$ cat src/console_rom.hex
// console ROM image: one 16-bit hex word per line, word addresses 0 to 63
C03F
C13E
C23D
C33C
C43B
C53A
C639
C738
C837
C936
CA35
CB34
CC33
CD32
CE31
CF30
D02F
D12E
D22D
D32C
D42B
D52A
D629
D728
D827
D926
DA25
DB24
DC23
DD22
DE21
DF20
E01F
E11E
E21D
E31C
E41B
E51A
E619
E718
E817
E916
EA15
EB14
EC13
ED12
EE11
EF10
F00F
F10E
F20D
F30C
F40B
F50A
F609
F708
F807
F906
FA05
FB04
FC03
FD02
FE01
FF00

$ cat src/console_pkg.sv
package console_pkg;

   // bus and sample widths
   localparam int ADDR_BITS  = 15;
   localparam int DATA_BITS  = 16;
   localparam int AUDIO_BITS = 16;

   // memory sizes, both mirrored across their regions
   localparam int ROM_WORDS     = 64;
   localparam int RAM_WORDS     = 128;
   localparam int ROM_ADDR_BITS = $clog2(ROM_WORDS);
   localparam int RAM_ADDR_BITS = $clog2(RAM_WORDS);

   // word address map
   localparam logic [ADDR_BITS-1:0] ROM_BASE    = 15'h0000;
   localparam logic [ADDR_BITS-1:0] ROM_LIMIT   = 15'h0FFF;
   localparam logic [ADDR_BITS-1:0] RAM_BASE    = 15'h4000;
   localparam logic [ADDR_BITS-1:0] RAM_LIMIT   = 15'h41FF;
   localparam logic [ADDR_BITS-1:0] SOUND_BASE  = 15'h4200;
   localparam logic [ADDR_BITS-1:0] SOUND_LIMIT = 15'h42FF;

   // clock enable dividers
   localparam int CPU_DIV        = 3;
   localparam int SOUND_DIV      = 16;
   localparam int CPU_CNT_BITS   = $clog2(CPU_DIV);
   localparam int SOUND_CNT_BITS = $clog2(SOUND_DIV);

   localparam int RESET_SYNC = 2;

   // sound generator
   localparam int NUM_TONES   = 3;
   localparam int PERIOD_BITS = 10;
   localparam int ATTEN_BITS  = 4;
   localparam logic [ATTEN_BITS-1:0] ATTEN_SILENT = 4'd15;
   localparam int AMP_STEP = 512; // amplitude = (15 - atten) * AMP_STEP

   typedef enum logic [1:0] {
      REGION_NONE,
      REGION_ROM,
      REGION_SCRATCH,
      REGION_SOUND
   } bus_region_t;

   typedef enum logic {
      SR_TONE,
      SR_ATTEN
   } sound_reg_t;

   typedef enum logic {
      ST_IDLE,
      ST_WAIT
   } stall_state_t;

endpackage
$ cat src/console_board.sv
`timescale 1ns/1ns

module console_board
   import console_pkg::*;
(
   input  logic                         clk,
   input  logic                         reset_i,
   input  logic                         memen_i,
   input  logic                         dbin_i,
   input  logic                         we_i,
   input  logic [ADDR_BITS-1:0]         addr_i,
   input  logic [DATA_BITS-1:0]         data_i,
   output logic [DATA_BITS-1:0]         data_o,
   output logic signed [AUDIO_BITS-1:0] audio_o,
   output logic                         ready_o,
   output logic                         sys_reset_o,
   output logic                         cpu_clk_en_o
);

   logic                 sys_reset;
   logic                 sound_clk_en;

   logic                 rom_sel;
   logic                 ram_sel;
   logic                 sound_sel;

   logic [DATA_BITS-1:0] rom_q;
   logic [DATA_BITS-1:0] ram_q;
   logic                 rom_valid;
   logic                 ram_valid;

   assign sys_reset_o = sys_reset;

   clock_enable_gen clock_enable_gen_i (
      .clk            (clk),
      .reset_i        (reset_i),
      .sys_reset_o    (sys_reset),
      .cpu_clk_en_o   (cpu_clk_en_o),
      .sound_clk_en_o (sound_clk_en)
   );

   address_decoder address_decoder_i (
      .memen_i     (memen_i),
      .we_i        (we_i),
      .addr_i      (addr_i),
      .rom_sel_o   (rom_sel),
      .ram_sel_o   (ram_sel),
      .sound_sel_o (sound_sel)
   );

   console_rom console_rom_i (
      .clk    (clk),
      .sel_i  (rom_sel),
      .addr_i (addr_i),
      .q_o    (rom_q)
   );

   scratchpad_ram scratchpad_ram_i (
      .clk    (clk),
      .sel_i  (ram_sel),
      .we_i   (we_i),
      .addr_i (addr_i),
      .data_i (data_i),
      .q_o    (ram_q)
   );

   tone_generator tone_generator_i (
      .clk      (clk),
      .reset_i  (sys_reset),
      .clk_en_i (sound_clk_en),
      .sel_i    (sound_sel),
      .byte_i   (data_i[15:8]), // sound chip sits on the high byte
      .ready_o  (ready_o),
      .audio_o  (audio_o)
   );

   // valids line up with the registered memory outputs
   always_ff @(posedge clk) begin
      if (sys_reset) begin
         rom_valid <= 1'b0;
         ram_valid <= 1'b0;
      end else begin
         rom_valid <= dbin_i && rom_sel;
         ram_valid <= dbin_i && ram_sel;
      end
   end

   // idle sources float high
   assign data_o = {DATA_BITS{1'b1}} &
                   (rom_valid ? rom_q : {DATA_BITS{1'b1}}) &
                   (ram_valid ? ram_q : {DATA_BITS{1'b1}});

endmodule

$ cat src/tone_generator.sv
`timescale 1ns/1ns

module tone_generator
   import console_pkg::*;
(
   input  logic                         clk,
   input  logic                         reset_i,
   input  logic                         clk_en_i,
   input  logic                         sel_i,
   input  logic [7:0]                   byte_i,
   output logic                         ready_o,
   output logic signed [AUDIO_BITS-1:0] audio_o
);

   stall_state_t state;
   logic         sel_q;
   logic         apply;

   logic [1:0]   latch_ch;
   sound_reg_t   latch_reg;
   logic [1:0]   byte_ch;
   sound_reg_t   byte_reg;

   logic [PERIOD_BITS-1:0] period [NUM_TONES];
   logic [ATTEN_BITS-1:0]  atten [NUM_TONES];
   logic [PERIOD_BITS-1:0] count [NUM_TONES];
   logic [NUM_TONES-1:0]   neg; // 1 = negative half of the square wave

   logic signed [AUDIO_BITS-1:0] amp [NUM_TONES];
   logic signed [AUDIO_BITS-1:0] mix;

   assign ready_o  = (state == ST_IDLE);
   assign apply    = (state == ST_WAIT) && clk_en_i;
   assign byte_ch  = byte_i[6:5];
   assign byte_reg = sound_reg_t'(byte_i[4]);

   // bus stall, arms only on a new select
   always_ff @(posedge clk) begin
      if (reset_i) begin
         state <= ST_IDLE;
         sel_q <= 1'b0;
      end else begin
         sel_q <= sel_i;
         case (state)
            ST_IDLE: begin
               if (sel_i && !sel_q) begin
                  state <= ST_WAIT;
               end
            end
            ST_WAIT: begin
               if (clk_en_i) begin
                  state <= ST_IDLE;
               end
            end
            default: state <= ST_IDLE;
         endcase
      end
   end

   always_ff @(posedge clk) begin
      if (reset_i) begin
         latch_ch  <= '0;
         latch_reg <= SR_TONE;
         for (int i = 0; i < NUM_TONES; i++) begin
            period[i] <= '0;
            atten[i]  <= ATTEN_SILENT;
         end
      end else if (apply) begin
         if (byte_i[7]) begin
            latch_ch  <= byte_ch;
            latch_reg <= byte_reg;
            if (byte_ch < NUM_TONES) begin // noise channel not present
               if (byte_reg == SR_ATTEN) begin
                  atten[byte_ch] <= byte_i[3:0];
               end else begin
                  period[byte_ch][3:0] <= byte_i[3:0];
               end
            end
         end else if (latch_reg == SR_TONE && latch_ch < NUM_TONES) begin
            period[latch_ch][PERIOD_BITS-1:4] <= byte_i[5:0];
         end
      end
   end

   // each half period lasts period ticks of clk_en_i
   always_ff @(posedge clk) begin
      if (reset_i) begin
         neg <= '0;
         for (int i = 0; i < NUM_TONES; i++) begin
            count[i] <= '0;
         end
      end else if (clk_en_i) begin
         for (int i = 0; i < NUM_TONES; i++) begin
            if (period[i] == '0) begin
               neg[i]   <= 1'b0;
               count[i] <= '0;
            end else if (count[i] <= PERIOD_BITS'(1)) begin
               count[i] <= period[i];
               neg[i]   <= ~neg[i];
            end else begin
               count[i] <= count[i] - 1'b1;
            end
         end
      end
   end

   always_comb begin
      mix = '0;
      for (int i = 0; i < NUM_TONES; i++) begin
         amp[i] = AUDIO_BITS'(int'(ATTEN_SILENT - atten[i]) * AMP_STEP);
         mix    = neg[i] ? mix - amp[i] : mix + amp[i];
      end
   end

   always_ff @(posedge clk) begin
      if (reset_i) begin
         audio_o <= '0;
      end else begin
         audio_o <= mix;
      end
   end

endmodule

$ cat src/scratchpad_ram.sv
`timescale 1ns/1ns

module scratchpad_ram
   import console_pkg::*;
(
   input  logic                 clk,
   input  logic                 sel_i,
   input  logic                 we_i,
   input  logic [ADDR_BITS-1:0] addr_i,
   input  logic [DATA_BITS-1:0] data_i,
   output logic [DATA_BITS-1:0] q_o
);

   logic [DATA_BITS-1:0]     mem [RAM_WORDS];
   logic [RAM_ADDR_BITS-1:0] index;

   assign index = addr_i[RAM_ADDR_BITS-1:0]; // mirrored

   always_ff @(posedge clk) begin
      if (sel_i) begin
         if (we_i) begin
            mem[index] <= data_i;
         end else begin
            q_o <= mem[index];
         end
      end
   end

endmodule

$ cat src/console_rom.sv
`timescale 1ns/1ns

module console_rom
   import console_pkg::*;
(
   input  logic                 clk,
   input  logic                 sel_i,
   input  logic [ADDR_BITS-1:0] addr_i,
   output logic [DATA_BITS-1:0] q_o
);

   logic [DATA_BITS-1:0] mem [ROM_WORDS];

   initial begin
      $readmemh("/design/src/console_rom.hex", mem);
   end

   // low address bits only, so the image repeats over the region
   always_ff @(posedge clk) begin
      if (sel_i) begin
         q_o <= mem[addr_i[ROM_ADDR_BITS-1:0]];
      end
   end

endmodule

$ cat src/address_decoder.sv
`timescale 1ns/1ns

module address_decoder
   import console_pkg::*;
(
   input  logic                 memen_i,
   input  logic                 we_i,
   input  logic [ADDR_BITS-1:0] addr_i,
   output logic                 rom_sel_o,
   output logic                 ram_sel_o,
   output logic                 sound_sel_o
);

   bus_region_t region;
   logic        in_rom;
   logic        in_ram;
   logic        in_sound;

   assign in_rom   = (addr_i >= ROM_BASE) && (addr_i <= ROM_LIMIT);
   assign in_ram   = (addr_i >= RAM_BASE) && (addr_i <= RAM_LIMIT);
   assign in_sound = (addr_i >= SOUND_BASE) && (addr_i <= SOUND_LIMIT);

   always_comb begin
      if (in_rom) begin
         region = REGION_ROM;
      end else if (in_ram) begin
         region = REGION_SCRATCH;
      end else if (in_sound) begin
         region = REGION_SOUND;
      end else begin
         region = REGION_NONE;
      end
   end

   assign rom_sel_o = memen_i && (region == REGION_ROM);
   assign ram_sel_o = memen_i && (region == REGION_SCRATCH);

   // sound chip is write only, reads fall through to the pull-up
   assign sound_sel_o = memen_i && we_i && (region == REGION_SOUND);

endmodule

$ cat src/clock_enable_gen.sv
`timescale 1ns/1ns

module clock_enable_gen
   import console_pkg::*;
(
   input  logic clk,
   input  logic reset_i,
   output logic sys_reset_o,
   output logic cpu_clk_en_o,
   output logic sound_clk_en_o
);

   logic [RESET_SYNC-1:0]     reset_sync;
   logic [CPU_CNT_BITS-1:0]   cpu_cnt;
   logic [SOUND_CNT_BITS-1:0] sound_cnt;

   // reset_i may arrive from outside the clock domain
   always_ff @(posedge clk) begin
      reset_sync <= {reset_sync[RESET_SYNC-2:0], reset_i};
   end

   assign sys_reset_o = reset_sync[RESET_SYNC-1];

   // enable pulse registered, first one CPU_DIV cycles after reset
   always_ff @(posedge clk) begin
      if (sys_reset_o) begin
         cpu_cnt      <= '0;
         cpu_clk_en_o <= 1'b0;
      end else begin
         cpu_clk_en_o <= (cpu_cnt == CPU_CNT_BITS'(CPU_DIV - 1));
         cpu_cnt      <= (cpu_cnt == CPU_CNT_BITS'(CPU_DIV - 1)) ? '0 : cpu_cnt + 1'b1;
      end
   end

   always_ff @(posedge clk) begin
      if (sys_reset_o) begin
         sound_cnt      <= '0;
         sound_clk_en_o <= 1'b0;
      end else begin
         sound_clk_en_o <= (sound_cnt == SOUND_CNT_BITS'(SOUND_DIV - 1));
         sound_cnt      <= sound_cnt + 1'b1; // power of two, wraps by itself
      end
   end

endmodule

$ cat config.mk
export PLATFORM = sky130hd
export DESIGN_NAME = console_board
export DESIGN_NICKNAME = d
export VERILOG_FILES = /design/src/console_pkg.sv /design/src/console_board.sv /design/src/tone_generator.sv /design/src/scratchpad_ram.sv /design/src/console_rom.sv /design/src/address_decoder.sv /design/src/clock_enable_gen.sv
export SDC_FILE = /design/constraint.sdc
export NUM_CORES = 2
export LEC_CHECK = 0
export ABC_AREA = 1
export BUFFER_PORTS_ARGS = -buffer_cell sky130_fd_sc_hd__buf_2
export CAP_MARGIN = 20
export CORE_MARGIN = 5
export CORE_UTILIZATION = 35
export CTS_CLUSTER_SIZE = 28
export DETAILED_ROUTE_END_ITERATION = 6
export SLEW_MARGIN = 20
export SYNTH_ARGS = -nofsm -noshare
export SYNTH_HDL_FRONTEND = slang
export SYNTH_HIERARCHICAL = 1
export SYNTH_SLANG_ARGS = --single-unit
$ cat constraint.sdc
create_clock -name clk -period 5.1 [get_ports clk]
set_clock_uncertainty 0.2 [all_clocks]
set_input_delay 1.02 -clock clk [delete_from_list [all_inputs] [get_ports clk]]
set_output_delay 1.02 -clock clk [all_outputs]
set_load 0.005 [all_outputs]
==> results.toml <==
[min_path]
hold_end = "clock_enable_gen_i/reset_sync[1]$_DFF_P_"
hold_path.startpoint = "clock_enable_gen_i/reset_sync[0]$_DFF_P_"
hp-class = "register to register"
min_delay_path_depth = 0

[sta]
grt_setup_unrepaired = "no"
setup_viol = 0
worst_slack_ns = 1.28
hold_viol = 0
tns_ns = 0
max_freq_mhz = 262
period_share_pct = 74.9
tightest_slew_ns = 1.12
final.min_clock_period_ns = 3.82
max-slew-margin-rel_pct = 25.5
whs_ns = 0.130
slew_viol_final = 0

[worst_setup_path]
r2r-start = "tone_generator_i/atten[0][0]$_SDFFCE_PN1P_"
end_kind = "output port"
crit_fanout = 16
crit_required_ns = 3.88
r2r_end = "tone_generator_i/audio_o[15]$_SDFF_PP0_"
r2r_setup_slack_ns = 1.89
reg2regPathDepth = 18
critPathKind = "register to output port"
start_kind = "register"
cp.arrival_ns = 2.60

[cells_and_area]
syn_to_final_growth_pct = 12.8
drive_gt1_share_pct = 7.12
largest_reg_flops = 2048
design_area_mm2 = 0.105
top_register = "scratchpad_ram_i/mem"
top_regs = "scratchpad_ram_i/mem x2048, tone_generator_i/count x30, tone_generator_i/period x30"
final_nets = 9488

[yosys]
synth_top_area_share_pct = 68.8
syn_area_mm2 = 0.0932
synth_common_cells = "nand2_1, edfxtp_1, nor2_1, buf_2, inv_1"
yosys_warnings = 6
postSynthAreaPerCell_um2 = 9.98
async_reset_ff_share_pct = 0
ys_top_cells_by_area = "edfxtp_1, nand2_1, nor2_1"
yosys_most_used_dff = "edfxtp_1"
synth_edf_count = 2136
yosysMostFrequentCell = "nand2_1"
ys_ff_latch = 2163
synth-seq-area-share_pct = 69.4
syn_inst = 9337
synth_cell_type_count = 45
synth.largest_area_cell = "edfxtp_1"

[routing]
wl_met3_um = 17200
top_layer = "met5"
drc = 0
routedWlPerCell_um = 19.0
drt_iter0_drc = 5990
wl_met2_um = 118000
wirelength_um = 250000
wl_met1_um = 107000
ant_nets = 0
via_count = 63300
routed_via_density = 4.82
firstDrtPassIters = 7

[die]
io_pins = 71
die-area_mm2 = 0.277
die_h_um = 526
start_util_pct = 35.2
core_mm2 = 0.265
die_x_um = 526
num_rows = 189

[outcome]
status = "complete, no violations"

[clock_tree]
clock_latency_ns = 0.90
cts_tree = "built"
clock-root-buffer = "clkbuf_16"
max-clock-path-buffers = 3
cts.reportedPaths.clkPinSlew_ns = 0.06
numCtsBuffers = 220
cts_sinks = 2163
htree_levels = 4

[placement]
io_buffers = 60
detailed_place_hpwl_um = 141000
gp_congestion = 0.854
dp_slack_ns = 0.870
postPlaceCellArea_mm2 = 0.0981

[run]
max-cap-violations = 0

[pwr]
p_per_area_mw_per_mm2 = 357
cellLeakagePower_uw = 0.0436
clkPwrFrac_pct = 42.0
seqPwrFrac_pct = 52.1
p_switching_uw = 8650
vdd_drop_max_v = 0.000322
p_int_uw = 28900
p_comb_share_pct = 5.9
switching_share_pct = 23.0

[grt]
overflow = 0
grt_pass1_wl_um = 375000
grt_pass1_vias = 60400
grt_antenna_before_repair = 8
grt_use_total_pct = 17.5
grt_max_degree = 184
[power by group through the flow]
stage          sequential, uW  combinational, uW  clock (uW)
2_1_floorplan           19900               1280           0
3_3_place_gp            19900               2200           0
3_5_place_dp            19900               2220           0
4_1_cts                 19600               2230       16100
5_1_grt                 19600               2460       16800
6_report                19600               2230       15800
[logic make-up after synthesis]
| logic type | synth area share (%) |
|---|---|
| AO/OA/AOI/OAI | 0.554 |
| XOR/XNOR | 0.263 |
| adder cells (fa/ha/maj) | 0.352 |
| buffers and inverters | 3.52 |
| flip-flops | 69.4 |
| other | 0.00806 |
| AND/OR/NAND/NOR | 25.9 |
[layout by cell type (no fill, tap or decap), types with 9 or more instances in the layout]
cell,n
or2_2,9
nor2_1,408
buf_4,218
clkinv_1,45
ha_1,23
clkbuf_16,221
xnor2_1,10
conb_1,25
buf_2,41
dfxtp_1,27
clkinv_2,46
o22ai_1,11
clkbuf_1,51
o21ai_0,42
nand2_2,12
nand3_1,56
edfxtp_1,2136
clkinv_16,10
nand2_1,5806
xor2_1,18
a21oi_1,28
bufinv_16,16
buf_12,35
buf_6,15
inv_1,199
[per-layer routing]
metal	vias up	GRT usage [%]
met1	30600	23.8
li1	30200	-
met2	2098	28.8
met4	6	5.75
met5	-	0
met3	398	2.91
[final cells by class]
| cell class | count | area (um2) |
|---|---|---|
| inverters | 209 | 821 |
| diodes | 5 | 12.5 |
| repair buffers | 313 | 2770 |
| multi-input cells | 6520 | 25400 |
| well taps | 3533 | 4420 |
| flip-flops and latches | 2163 | 64700 |
| clock inverters | 130 | 1320 |
| clock buffers | 275 | 5760 |
| fillers | 25500 | 160000 |
[per-stage QoR]
stage	std cells	total power [uW]	util [%]
2_1_floorplan	9360	21200	-
3_3_place_gp	12700	22100	37.0
3_5_place_dp	12700	22200	37.0
4_1_cts	13100	37900	39.7
5_1_grt	13100	38800	39.7
6_report	13100	37600	39.7
[worst max path at each step]
stage	start	to	cells past startpoint
finish	ram_valid$_SDFF_PP0_	data_o[4]	4
CTS	ram_valid$_SDFF_PP0_	data_o[4]	4
global placement	addr_i[1]	scratchpad_ram_i/q_o[5]$_DFFE_PP_	14
global route	ram_valid$_SDFF_PP0_	data_o[4]	4
detailed placement	addr_i[1]	scratchpad_ram_i/q_o[5]$_DFFE_PP_	14
floorplan	addr_i[1]	scratchpad_ram_i/mem[90][0]$_DFFE_PP_	7
[critical path, cell delays in order (launching register included)]
cell	delay (ns)
dfxtp_1	0.94
nand2_1	0.40
nand2_1	0.17
inv_1	0.06
buf_2	0.12
[what timing repair did]
item	in CTS	in global routing
resized for setup	0	0
endpoints found under the hold margin	1	0
buffers inserted	0	0
endpoints found under the setup margin	0	0
hold buffers	1	0
Power figures use the tool's default switching activity.
